[config.mk]
export PLATFORM = sky130hd
export DESIGN_NAME = alloc_sg_core
export DESIGN_NICKNAME = d
export VERILOG_FILES = /design/src/alloc_pkg.sv /design/src/alloc_bv.sv /design/src/desc_ram.sv /design/src/alloc_scatter.sv /design/src/alloc_gather.sv /design/src/alloc_sg_core.sv
export SDC_FILE = /design/constraint.sdc
export NUM_CORES = 1
export LEC_CHECK = 0
export ABC_CLOCK_PERIOD_IN_PS = 7200
export BUFFER_PORTS_ARGS = -buffer_cell sky130_fd_sc_hd__buf_2
export CAP_MARGIN = 20
export CORE_MARGIN = 2
export CORE_UTILIZATION = 59
export DETAILED_ROUTE_END_ITERATION = 10
export GPL_TIMING_DRIVEN = 0
export PLACE_DENSITY_LB_ADDON = 0.15
export REMOVE_ABC_BUFFERS = 1
export SLEW_MARGIN = 20
export SYNTH_ARGS = -nofsm -noshare
export SYNTH_HDL_FRONTEND = slang
export SYNTH_SLANG_ARGS = --single-unit
[constraint.sdc]
create_clock -name clk -period 7.2 [get_ports clk]
set_input_delay 1.08 -clock clk [delete_from_list [all_inputs] [get_ports clk]]
set_output_delay 1.08 -clock clk [all_outputs]
set_load 0.02 [all_outputs]
[src/alloc_pkg.sv]
package alloc_pkg;

    // -------------------------------------------------------------------------
    // Sizes
    // -------------------------------------------------------------------------
    localparam int PTR_WID = 4;
    localparam int NUM_BUFFERS = 2 ** PTR_WID;

    // Bytes held by one buffer
    localparam int BUFFER_SIZE = 64;
    localparam int BUF_LEN_WID = $clog2(BUFFER_SIZE + 1);

    // Frames longer than this are flagged as errors
    localparam int MAX_FRAME_SIZE = 256;
    localparam int FRAME_SIZE_WID = $clog2(MAX_FRAME_SIZE + 1);

    localparam int META_WID = 8;

    // -------------------------------------------------------------------------
    // Types
    // -------------------------------------------------------------------------
    typedef logic [PTR_WID-1:0] ptr_t;
    typedef logic [BUF_LEN_WID-1:0] buf_len_t;
    typedef logic [FRAME_SIZE_WID-1:0] frame_size_t;
    typedef logic [META_WID-1:0] meta_t;

    // Link descriptor, one per buffer
    typedef struct packed {
        ptr_t     next_ptr;
        buf_len_t len;
        logic     eof;
    } desc_t;

endpackage : alloc_pkg

[src/alloc_bv.sv]
`timescale 1ns/10ps

module alloc_bv (
    input  logic                      clk,
    input  logic                      rst,

    // Allocation limit where 0 means all buffers
    input  logic [alloc_pkg::PTR_WID:0] buffers,

    input  logic                      alloc_req,
    output logic                      alloc_rdy,
    output alloc_pkg::ptr_t           alloc_ptr,

    input  logic                      dealloc_req,
    input  alloc_pkg::ptr_t           dealloc_ptr,

    input  logic                      recycle_req,
    output logic                      recycle_rdy,
    input  alloc_pkg::ptr_t           recycle_ptr
);

    typedef logic [alloc_pkg::PTR_WID:0] cnt_t;

    logic [alloc_pkg::NUM_BUFFERS-1:0] used;
    cnt_t                              alloc_cnt;
    cnt_t                              limit;
    logic                              init_done;
    logic                              free_found;
    logic                              take;
    logic                              recycle_fire;

    // -------------------------------------------------------------------------
    // Lowest free pointer
    // -------------------------------------------------------------------------
    // Scan downwards so the lowest free index is the last one kept
    always_comb begin
        free_found = 1'b0;
        alloc_ptr = '0;
        for (int i = alloc_pkg::NUM_BUFFERS - 1; i >= 0; i--) begin
            if (!used[i]) begin
                free_found = 1'b1;
                alloc_ptr = alloc_pkg::ptr_t'(i);
            end
        end
    end

    assign limit = (buffers == '0) ? cnt_t'(alloc_pkg::NUM_BUFFERS) : buffers;

    assign alloc_rdy = init_done && free_found && (alloc_cnt < limit);
    assign take = alloc_req && alloc_rdy;

    // Gather frees win and recycle uses the slot otherwise
    assign recycle_rdy = init_done && !dealloc_req;
    assign recycle_fire = recycle_req && recycle_rdy;

    // -------------------------------------------------------------------------
    // Used vector and count
    // -------------------------------------------------------------------------
    always_ff @(posedge clk) begin
        if (rst) begin
            used <= '0;
            alloc_cnt <= '0;
            init_done <= 1'b0;
        end else begin
            init_done <= 1'b1;
            if (take) begin
                used[alloc_ptr] <= 1'b1;
            end
            if (dealloc_req) begin
                used[dealloc_ptr] <= 1'b0;
            end
            if (recycle_fire) begin
                used[recycle_ptr] <= 1'b0;
            end
            alloc_cnt <= alloc_cnt + cnt_t'(take) - cnt_t'(dealloc_req)
                       - cnt_t'(recycle_fire);
        end
    end

    // -------------------------------------------------------------------------
    // Checks
    // -------------------------------------------------------------------------
    // Gather and recycle only return pointers handed out earlier
    a_dealloc_in_use: assert property (
        @(posedge clk) disable iff (rst) dealloc_req |-> used[dealloc_ptr]
    );

    a_recycle_in_use: assert property (
        @(posedge clk) disable iff (rst) recycle_fire |-> used[recycle_ptr]
    );

    // Buffers actually in use stay below the limit at every take
    a_take_limit: assert property (
        @(posedge clk) disable iff (rst) take |-> ($countones(used) < limit)
    );

endmodule : alloc_bv

[src/desc_ram.sv]
`timescale 1ns/10ps

module desc_ram #(
    parameter type data_t = alloc_pkg::desc_t
) (
    input  logic            clk,

    // Write port
    input  logic            wr_en,
    input  alloc_pkg::ptr_t wr_addr,
    input  data_t           wr_data,

    // Read port, data one cycle after rd_en
    input  logic            rd_en,
    input  alloc_pkg::ptr_t rd_addr,
    output data_t           rd_data
);

    // -------------------------------------------------------------------------
    // Storage, one entry per buffer
    // -------------------------------------------------------------------------
    data_t mem [alloc_pkg::NUM_BUFFERS];

    always_ff @(posedge clk) begin
        if (wr_en) begin
            mem[wr_addr] <= wr_data;
        end
    end

    // Same-cycle read returns the old entry
    always_ff @(posedge clk) begin
        if (rd_en) begin
            rd_data <= mem[rd_addr];
        end
    end

endmodule : desc_ram

[src/alloc_scatter.sv]
`timescale 1ns/10ps

module alloc_scatter (
    input  logic                   clk,
    input  logic                   rst,

    // Store port
    input  logic                   store_req,
    input  alloc_pkg::buf_len_t    store_len,
    input  logic                   store_eof,
    input  alloc_pkg::meta_t       store_meta,
    output logic                   store_rdy,
    output alloc_pkg::ptr_t        store_ptr,

    // Allocator
    output logic                   alloc_req,
    input  logic                   alloc_rdy,
    input  alloc_pkg::ptr_t        alloc_ptr,

    // Link RAM write port
    output logic                   link_wr_en,
    output alloc_pkg::ptr_t        link_wr_addr,
    output alloc_pkg::desc_t       link_wr_data,

    // Meta RAM write port
    output logic                   meta_wr_en,
    output alloc_pkg::ptr_t        meta_wr_addr,
    output alloc_pkg::meta_t       meta_wr_data,

    // Frame completion
    output logic                   frame_valid,
    output logic                   frame_error,
    output alloc_pkg::ptr_t        frame_ptr,
    output alloc_pkg::frame_size_t frame_size
);

    typedef logic [alloc_pkg::FRAME_SIZE_WID:0] sum_t;

    alloc_pkg::ptr_t       cur_ptr;
    alloc_pkg::ptr_t       nxt_ptr;
    alloc_pkg::ptr_t       head_ptr;
    logic                  cur_vld;
    logic                  nxt_vld;
    alloc_pkg::frame_size_t byte_cnt;
    logic                  ovf;
    logic                  store_fire;
    logic                  eof_fire;
    logic                  take;
    sum_t                  sum;
    logic                  sum_ovf;

    // -------------------------------------------------------------------------
    // Handshake
    // -------------------------------------------------------------------------
    // Each transfer needs a refill pointer, so allocator stall blocks stores
    assign store_rdy = cur_vld && nxt_vld && alloc_rdy;
    assign store_ptr = cur_ptr;
    assign store_fire = store_req && store_rdy;
    assign eof_fire = store_fire && store_eof;

    assign alloc_req = !cur_vld || !nxt_vld || store_fire;
    assign take = alloc_req && alloc_rdy;

    // -------------------------------------------------------------------------
    // Pointer prefetch
    // -------------------------------------------------------------------------
    always_ff @(posedge clk) begin
        if (rst) begin
            cur_vld <= 1'b0;
            nxt_vld <= 1'b0;
        end else if (take && !cur_vld) begin
            cur_vld <= 1'b1;
        end else if (take && !nxt_vld) begin
            nxt_vld <= 1'b1;
        end
    end

    always_ff @(posedge clk) begin
        if (store_fire) begin
            cur_ptr <= nxt_ptr;
            nxt_ptr <= alloc_ptr;
        end else if (take && !cur_vld) begin
            cur_ptr <= alloc_ptr;
        end else if (take && !nxt_vld) begin
            nxt_ptr <= alloc_ptr;
        end
    end

    // Head follows the link of the last buffer of each frame
    always_ff @(posedge clk) begin
        if (take && !cur_vld) begin
            head_ptr <= alloc_ptr;
        end else if (eof_fire) begin
            head_ptr <= nxt_ptr;
        end
    end

    // -------------------------------------------------------------------------
    // Descriptor writes
    // -------------------------------------------------------------------------
    assign link_wr_en = store_fire;
    assign link_wr_addr = cur_ptr;

    always_comb begin
        link_wr_data.next_ptr = nxt_ptr;
        link_wr_data.len = store_len;
        link_wr_data.eof = store_eof;
    end

    assign meta_wr_en = eof_fire;
    assign meta_wr_addr = head_ptr;
    assign meta_wr_data = store_meta;

    // -------------------------------------------------------------------------
    // Frame size and completion
    // -------------------------------------------------------------------------
    assign sum = {1'b0, byte_cnt} + sum_t'(store_len);
    assign sum_ovf = ovf || (sum > sum_t'(alloc_pkg::MAX_FRAME_SIZE));

    always_ff @(posedge clk) begin
        if (rst) begin
            byte_cnt <= '0;
            ovf <= 1'b0;
            frame_valid <= 1'b0;
        end else begin
            frame_valid <= eof_fire;
            if (eof_fire) begin
                byte_cnt <= '0;
                ovf <= 1'b0;
            end else if (store_fire) begin
                byte_cnt <= sum[alloc_pkg::FRAME_SIZE_WID-1:0];
                ovf <= sum_ovf;
            end
        end
    end

    always_ff @(posedge clk) begin
        if (eof_fire) begin
            frame_error <= sum_ovf;
            frame_ptr <= head_ptr;
            frame_size <= sum[alloc_pkg::FRAME_SIZE_WID-1:0];
        end
    end

    // Producer must fill each buffer with 1 to BUFFER_SIZE bytes
    a_store_len: assert property (
        @(posedge clk) disable iff (rst)
        store_fire |-> (store_len != '0) && (store_len <= alloc_pkg::BUFFER_SIZE)
    );

endmodule : alloc_scatter

[src/alloc_gather.sv]
`timescale 1ns/10ps

module alloc_gather (
    input  logic                clk,
    input  logic                rst,

    // Load request
    input  logic                load_req,
    input  alloc_pkg::ptr_t     load_ptr,
    output logic                load_rdy,

    // Load result
    output logic                load_valid,
    output alloc_pkg::buf_len_t load_len,
    output logic                load_eof,
    output alloc_pkg::ptr_t     load_next,
    output alloc_pkg::meta_t    load_meta,

    // Shared read port of both RAMs
    output logic                rd_en,
    output alloc_pkg::ptr_t     rd_addr,
    input  alloc_pkg::desc_t    link_rd_data,
    input  alloc_pkg::meta_t    meta_rd_data,

    // Free loaded buffer
    output logic                dealloc_req,
    output alloc_pkg::ptr_t     dealloc_ptr
);

    logic            rdy_en;
    logic            accept;
    logic            s1_vld;
    alloc_pkg::ptr_t s1_ptr;
    alloc_pkg::ptr_t out_ptr;

    // -------------------------------------------------------------------------
    // Request accept with one load in flight
    // -------------------------------------------------------------------------
    assign load_rdy = rdy_en && !s1_vld && !load_valid;
    assign accept = load_req && load_rdy;

    assign rd_en = accept;
    assign rd_addr = load_ptr;

    always_ff @(posedge clk) begin
        if (rst) begin
            rdy_en <= 1'b0;
            s1_vld <= 1'b0;
            load_valid <= 1'b0;
        end else begin
            rdy_en <= 1'b1;
            s1_vld <= accept;
            load_valid <= s1_vld;
        end
    end

    // -------------------------------------------------------------------------
    // Result registers
    // -------------------------------------------------------------------------
    always_ff @(posedge clk) begin
        if (accept) begin
            s1_ptr <= load_ptr;
        end
    end

    // RAM data is valid in the stage after the read
    always_ff @(posedge clk) begin
        if (s1_vld) begin
            load_len <= link_rd_data.len;
            load_eof <= link_rd_data.eof;
            load_next <= link_rd_data.next_ptr;
            load_meta <= meta_rd_data;
            out_ptr <= s1_ptr;
        end
    end

    // Buffer goes back to the pool as its result is presented
    assign dealloc_req = load_valid;
    assign dealloc_ptr = out_ptr;

    // Each result frees the pointer accepted two cycles earlier
    a_valid_after_accept: assert property (
        @(posedge clk) disable iff (rst)
        load_valid |-> $past(accept, 2) && (dealloc_ptr == $past(load_ptr, 2))
    );

endmodule : alloc_gather

[src/alloc_sg_core.sv]
`timescale 1ns/10ps

module alloc_sg_core (
    input  logic                        clk,
    input  logic                        rst,

    // Allocation limit, 0 means all buffers
    input  logic [alloc_pkg::PTR_WID:0] buffers,

    // Store port
    input  logic                        store_req,
    input  alloc_pkg::buf_len_t         store_len,
    input  logic                        store_eof,
    input  alloc_pkg::meta_t            store_meta,
    output logic                        store_rdy,
    output alloc_pkg::ptr_t             store_ptr,

    // Frame completion
    output logic                        frame_valid,
    output logic                        frame_error,
    output alloc_pkg::ptr_t             frame_ptr,
    output alloc_pkg::frame_size_t      frame_size,

    // Load port
    input  logic                        load_req,
    input  alloc_pkg::ptr_t             load_ptr,
    output logic                        load_rdy,
    output logic                        load_valid,
    output alloc_pkg::buf_len_t         load_len,
    output logic                        load_eof,
    output alloc_pkg::ptr_t             load_next,
    output alloc_pkg::meta_t            load_meta,

    // Recycle port
    input  logic                        recycle_req,
    input  alloc_pkg::ptr_t             recycle_ptr,
    output logic                        recycle_rdy
);

    // -------------------------------------------------------------------------
    // Signals
    // -------------------------------------------------------------------------
    logic             alloc_req;
    logic             alloc_rdy;
    alloc_pkg::ptr_t  alloc_ptr;

    logic             dealloc_req;
    alloc_pkg::ptr_t  dealloc_ptr;

    logic             link_wr_en;
    alloc_pkg::ptr_t  link_wr_addr;
    alloc_pkg::desc_t link_wr_data;
    logic             meta_wr_en;
    alloc_pkg::ptr_t  meta_wr_addr;
    alloc_pkg::meta_t meta_wr_data;

    logic             rd_en;
    alloc_pkg::ptr_t  rd_addr;
    alloc_pkg::desc_t link_rd_data;
    alloc_pkg::meta_t meta_rd_data;

    // -------------------------------------------------------------------------
    // Pointer allocator
    // -------------------------------------------------------------------------
    alloc_bv u_alloc_bv (
        .clk,
        .rst,
        .buffers,
        .alloc_req,
        .alloc_rdy,
        .alloc_ptr,
        .dealloc_req,
        .dealloc_ptr,
        .recycle_req,
        .recycle_rdy,
        .recycle_ptr
    );

    // -------------------------------------------------------------------------
    // Descriptor store
    // -------------------------------------------------------------------------
    desc_ram #(
        .data_t  ( alloc_pkg::desc_t )
    ) u_link_ram (
        .clk,
        .wr_en   ( link_wr_en ),
        .wr_addr ( link_wr_addr ),
        .wr_data ( link_wr_data ),
        .rd_en,
        .rd_addr,
        .rd_data ( link_rd_data )
    );

    // Frame metadata, written at the head pointer only
    desc_ram #(
        .data_t  ( alloc_pkg::meta_t )
    ) u_meta_ram (
        .clk,
        .wr_en   ( meta_wr_en ),
        .wr_addr ( meta_wr_addr ),
        .wr_data ( meta_wr_data ),
        .rd_en,
        .rd_addr,
        .rd_data ( meta_rd_data )
    );

    // -------------------------------------------------------------------------
    // Scatter and gather
    // -------------------------------------------------------------------------
    alloc_scatter u_alloc_scatter (
        .clk,
        .rst,
        .store_req,
        .store_len,
        .store_eof,
        .store_meta,
        .store_rdy,
        .store_ptr,
        .alloc_req,
        .alloc_rdy,
        .alloc_ptr,
        .link_wr_en,
        .link_wr_addr,
        .link_wr_data,
        .meta_wr_en,
        .meta_wr_addr,
        .meta_wr_data,
        .frame_valid,
        .frame_error,
        .frame_ptr,
        .frame_size
    );

    alloc_gather u_alloc_gather (
        .clk,
        .rst,
        .load_req,
        .load_ptr,
        .load_rdy,
        .load_valid,
        .load_len,
        .load_eof,
        .load_next,
        .load_meta,
        .rd_en,
        .rd_addr,
        .link_rd_data,
        .meta_rd_data,
        .dealloc_req,
        .dealloc_ptr
    );

endmodule : alloc_sg_core

=== Word-level counts from Yosys, hierarchy flattened ===
Memory sizes are Yosys's and may differ from the RTL's. A register that Yosys moved wholly into a read port is not among the register bits.
Cells that the tools add are included.
W data, S select, Z words.

* Add/sub/neg operators: 4
* Magnitude comparators: 8
* Equal/unequal tests: 1
* Mux-type cells: 56
* Bitwise operators: 6
* Reductions and logical operators: 31

{| class="wikitable"
|+ Operators with widths
! cell !! number
|-
| $mux W4 || 23
|-
| $mux W16 || 5
|-
| $and A16 B16 Y16 || 2
|-
| $not A16 Y16 || 2
|-
| $mux W1 || 24
|-
| $logic_and A1 B1 Y1 || 17
|-
| $or A16 B16 Y16 || 1
|-
| $lt A4 B5 Y1 const B || 3
|-
| $demux W1 S4 || 3
|-
| $ge A4 B1 Y1 const B || 3
|-
| $add A9 B7 Y10 || 1
|-
| $gt A10 B9 Y1 const B || 1
|-
| $sub A5 B1 Y5 || 2
|-
| $reduce_bool A2 Y1 || 3
|-
| $add A5 B1 Y5 || 1
|-
| $logic_not A5 Y1 || 1
|-
| $lt A5 B5 Y1 || 1
|-
| $mux W5 || 1
|-
| $logic_not A1 Y1 || 4
|-
| $reduce_and A2 Y1 || 2
|-
| $logic_or A1 B1 Y1 || 3
|-
| $ne A2 B1 Y1 const B || 1
|-
| $reduce_or A2 Y1 || 1
|-
| $not A1 Y1 || 1
|}

* Register bits after elaboration: 91
* Memory bits (writable): 320
* Input bits: 34
* Output and inout bits: 43
* Word-level logic and storage cells: 130
* Memories kept: 2

{| class="wikitable"
|+ Memory list
! memory !! depth !! bits a word !! read ports !! clocked after Yosys merged registers in !! write ports !! RTL line !! text
|-
| u_link_ram.mem || 16 || 12 || 1 || 1 || 1 || desc_ram.sv:22 || <nowiki>data_t mem [alloc_pkg::NUM_BUFFERS];</nowiki>
|-
| u_meta_ram.mem || 16 || 8 || 1 || 1 || 1 || desc_ram.sv:22 ||
|}

=== Logic depth before layout (Yosys ltp) ===
* Depth in word-level cells: 29
* Mapped depth: 14
* Depth with buffers taken out: 14

=== Cells and area by module ===
A second synthesis with hierarchy kept.

* Cell total of the unflattened synthesis: 978
* Area total of the unflattened synthesis: 17,481.8 µm²

{| class="wikitable"
|+ Modules (own cells, without submodules)
! module !! times used !! cells an instance !! area each (µm²) !! sequential area each (µm²)
|-
| desc_ram (u_link_ram) || 1 || 329 || 7,719.9 || 6,125.9
|-
| desc_ram (u_meta_ram) || 1 || 229 || 5,227.5 || 4,083.9
|-
| alloc_scatter || 1 || 187 || 1,991.9 || 1,041.0
|-
| alloc_bv || 1 || 192 || 1,569.0 || 440.4
|-
| alloc_gather || 1 || 41 || 973.4 || 900.9
|}

=== Worst setup path after synthesis ===
Ideal clock, no wire load.

* Kind: input to register
* From: input buffers[1] (netlist bit)
* To: memory u_link_ram.mem[0][0] (netlist bit) (enable)
* Setup time: 396 ps
* Arrival time: 3,464 ps
* Data required time: 6,804 ps
* Slack: 3,340 ps
* Stages: 8
* Buffers on the path: 0
* Cell sequence: nor4_1 nor2_1 ha_1 o21a_1 a21oi_1 nand2_1 or3_1 nor3_1

* Longest elaborated chain between the ends: 8

{| class="wikitable"
|+ RTL lines
! item !! RTL line !! text
|-
| start: declaration || alloc_sg_core.sv:8 || <nowiki>input logic [alloc_pkg::PTR_WID:0] buffers,</nowiki>
|-
| $logic_not A5 Y1 || alloc_bv.sv:47 || <nowiki>assign limit = (buffers == '0) ? cnt_t'(alloc_pkg::NUM_BUFFERS) : buffers;</nowiki>
|-
| $mux W5 * || alloc_bv.sv:47 ||
|-
| $lt A5 B5 Y1 * || alloc_bv.sv:49 || <nowiki>assign alloc_rdy = init_done && free_found && (alloc_cnt < limit);</nowiki>
|-
| $logic_and A1 B1 Y1 * || alloc_bv.sv:49 ||
|-
| $logic_and A1 B1 Y1 * || alloc_scatter.sv:56 || <nowiki>assign store_rdy = cur_vld && nxt_vld && alloc_rdy;</nowiki>
|-
| $logic_and A1 B1 Y1 * || alloc_scatter.sv:58 || <nowiki>assign store_fire = store_req && store_rdy;</nowiki>
|-
| $mux W1 * || desc_ram.sv:25 || <nowiki>if (wr_en) begin</nowiki>
|-
| $mux W1 (implied by the code) * || desc_ram.sv:26 || <nowiki>mem[wr_addr] <= wr_data;</nowiki>
|-
| end: declaration || desc_ram.sv:22 ||
|}

Mark *: on every way between the ends. The rest lies on a longest branch, timed or not.

=== Worst setup path after layout ===
* From: input buffers[1] (netlist bit)
* To: memory u_link_ram.mem[8][0] (netlist bit) (enable)

The elaborated chain is that of the path after synthesis.

==> impl_metrics.json <==
{
  "synth_edf_count": 394,
  "place.gp.congestion": 0.858,
  "grt_overflow": 0,
  "start_kind": "input port",
  "grt_max_degree": 50,
  "synth.largest_area_cell": "edfxtp_1",
  "antenna_found_initial": 0,
  "grt_setup_unrepaired": "false",
  "ys_warn_count": 0,
  "wirelength_um": 34500,
  "register_area_um2": 12600,
  "place_inst": 1325,
  "r2r-start": "u_alloc_bv.alloc_cnt[1]",
  "synth.top_cells.by_area": "edfxtp_1, mux4_2, dfxtp_1",
  "finalInstanceArea_um2": 19300,
  "fill_cells": 1898,
  "final_hold_viol_count": 0,
  "timing.final.crit_share_pct": 56.6,
  "worstHoldPathType": "reg2reg",
  "total_power_mw": 5.26,
  "h-tree-depth": 2,
  "cts_tree": "yes",
  "arrival_ps": 4220,
  "n_antenna_cell": 0,
  "die_x_um": 174,
  "post_cts_buffers": 0,
  "rows": 62,
  "seq_power_share_pct": 54.0,
  "fp.coreArea_um2": 28500,
  "path_clk_slew_ps": 50,
  "grt_pass1_wl_um": 53100,
  "max_clock_freq_mhz": 246,
  "skew_ps": 27.2,
  "power_density_nw_per_um2": 272,
  "status": "finished, final reports clean",
  "drtPass1Iterations": 5,
  "crit_required_ps": 7350,
  "wire_per_inst_um": 24.6,
  "synth_most_common_cell": "edfxtp_1",
  "routed-via-count": 8588,
  "period_minus_slack_ps": 4070,
  "p_comb_share_pct": 6.2,
  "dpl-instance-area_um2": 18000,
  "switching_share_pct": 21.3,
  "synth-seq-cells": 431,
  "drc_errors": 0,
  "synthDistinctLibCells": 65,
  "slew_headroom_pct": 31.6,
  "post-route-util_pct": 67.7,
  "drv_cap": 0,
  "hold_start": "u_meta_ram.rd_data[4]",
  "drv_slew": 0,
  "leakage_nw": 6.28,
  "worstSetupStartpoint": "buffers[1]",
  "clockRootBuffer": "clkbuf_16",
  "grt_pass1_vias": 8792,
  "final_cell_count_no_fill": 1401,
  "ys_seq_area_share_pct": 73.9,
  "area_growth_pct": 13.6,
  "synthCells": 882,
  "p_int_mw": 4.13,
  "path_class": "in2reg",
  "cp_cell_sequence": "buf_2 > nor4_1 > nor2_1 > ha_1 > nor2b_1 > o41ai_2 > a21oi_1 > nand2_1 > or3_1 > nor2_2",
  "grtUsageTotal_pct": 23.5,
  "hold_buffers": 0,
  "layout-drive-gt1-share_pct": 28.4,
  "die-area_um2": 30200,
  "hpwl_um": 21800,
  "nets": 1039,
  "syn_area_per_cell_um2": 19.3,
  "drt_iter0_markers": 873,
  "p_sw_mw": 1.12,
  "clockBufferDepth": 3,
  "multiInputGateArea_um2": 4280,
  "cp_slowest_stage_delay_ps": 790,
  "synth-async-reset-ratio_pct": 0,
  "finalSetupViolations": 0,
  "worst_pin_slew_ps": 1030,
  "io-pin-count": 77,
  "ir_drop_mv": 0.196,
  "crit_path_max_fanout": 12,
  "netlist_area_um2": 17000,
  "clkPwrFrac_pct": 39.8,
  "cts_resized": 0,
  "die_h_um": 174,
  "setup.worst_path.end_class": "register",
  "clock_latency_ps": 540,
  "synth_top_cell_area_share_pct": 69.6,
  "clock_sinks": 431,
  "port-buffer-count": 76,
  "tns_ps": 0,
  "initial_utilization_pct": 59.6,
  "numCtsBuffers": 43,
  "cpMaxStageDelayCell": "nor2_2",
  "ant_nets": 0,
  "synth_top_flop_cell": "edfxtp_1",
  "synthTopCellsByCount": "edfxtp_1, mux4_2, nor2_1",
  "vias_per_cell": 6.13
}
-- path summary, 6_finish.rpt --
check | slack, ps | to | cells after the start
max | 3130 | u_link_ram.mem[8][0] | 10
min | 420 | u_alloc_gather.load_meta[4] | 0
max reg2reg | 3680 | u_link_ram.mem[8][0] | 7
min reg2reg | 420 | u_alloc_gather.load_meta[4] | 0
-- routing by layer --
layer  GRT usage [%]  vias up  share of wire (%)
li1                -     3804                  -
met1            33.0     4413                 42
met2            39.4      306                 51
met3            3.25       65                4.9
met4            6.79        0                2.3
met5               0        -                  0
-- power groups by stage --
stage	Clock, mW	Combinational [mW]	Sequential [mW]
3_3_place_gp	0	0.318	2.88
5_1_grt	2.22	0.365	2.84
6_report	2.09	0.328	2.84
4_1_cts	2.12	0.333	2.84
2_1_floorplan	0	0.192	2.88
3_5_place_dp	0	0.329	2.89
-- cells in the final DEF (no fill, tap or decap), types with 3 or more instances in the layout --
master	synthesis	final
xnor2_1	5	5
nand4_1	4	4
buf_16	0	4
a311oi_1	3	3
a2111oi_0	4	4
dfxtp_1	37	36
nand2b_1	8	8
nand2_1	40	40
nor2b_1	9	9
inv_1	21	21
xor2_1	6	6
nor3_1	17	10
buf_8	0	5
a21oi_1	32	32
ha_1	16	16
buf_2	8	74
bufinv_16	0	3
a21o_1	3	3
nor3b_1	3	3
nor2_2	0	13
clkbuf_16	0	43
clkbuf_1	16	15
mux4_2	100	100
edfxtp_1	394	394
nand3_1	5	5
nor3_2	1	8
clkinv_2	0	6
nand3b_1	4	4
clkinv_1	0	6
and3_1	7	7
o21ai_0	17	17
nor2_1	53	40
mux2_2	5	5
buf_6	2	4
fa_1	3	3
a211oi_1	12	12
-- worst max-delay path, delay by kind of cell --
family	cells	cell delay (ps)
compound gates	2	480
fa+ha+maj	1	210
buf+inv	1	100
simple gates	6	2320
-- sequential cells by signal, summed over array words and instances (netlist names), 4 cells and up --
| name | cells |
|---|---|
| u_alloc_bv.alloc_cnt | 5 |
| u_alloc_bv.used | 16 |
| u_alloc_gather.dealloc_ptr | 4 |
| u_alloc_gather.load_len | 7 |
| u_alloc_gather.load_meta | 8 |
| u_alloc_gather.load_next | 4 |
| u_alloc_gather.s1_ptr | 4 |
| u_alloc_scatter.byte_cnt | 9 |
| u_alloc_scatter.frame_ptr | 4 |
| u_alloc_scatter.frame_size | 9 |
| u_alloc_scatter.link_wr_addr | 4 |
| u_alloc_scatter.meta_wr_addr | 4 |
| u_alloc_scatter.nxt_ptr | 4 |
| u_link_ram.mem | 192 |
| u_link_ram.rd_data | 12 |
| u_meta_ram.mem | 128 |
| u_meta_ram.rd_data | 8 |
-- layout make-up --
class,instances,area share [%]
sequential,431,65.1
inverter,21,0.408
clock buffer,58,5.86
multi-input combinational,401,22.1
timing repair buffer,88,3.15
tap,384,2.49
clock inverter,18,0.868
-- cell families after synthesis --
kind of cell             synth area share (%)
flip-flops                               73.9
AND/OR/NAND/NOR                          5.29
multiplexers                             13.6
AO/OA/AOI/OAI                            3.80
buffers and inverters                    1.30
adder cells (fa/ha/maj)                  1.53
XOR/XNOR                                0.567
-- stage by stage --
step / hold slack, ps / worst slack, ps
finish: 418 / 3130
global route: 421 / 2880
CTS: 418 / 3080
detailed placement: 405 / 2570
global placement: 401 / 1550
floorplan: 400 / 3160
Note: power is estimated with default switching activity, not from simulation.
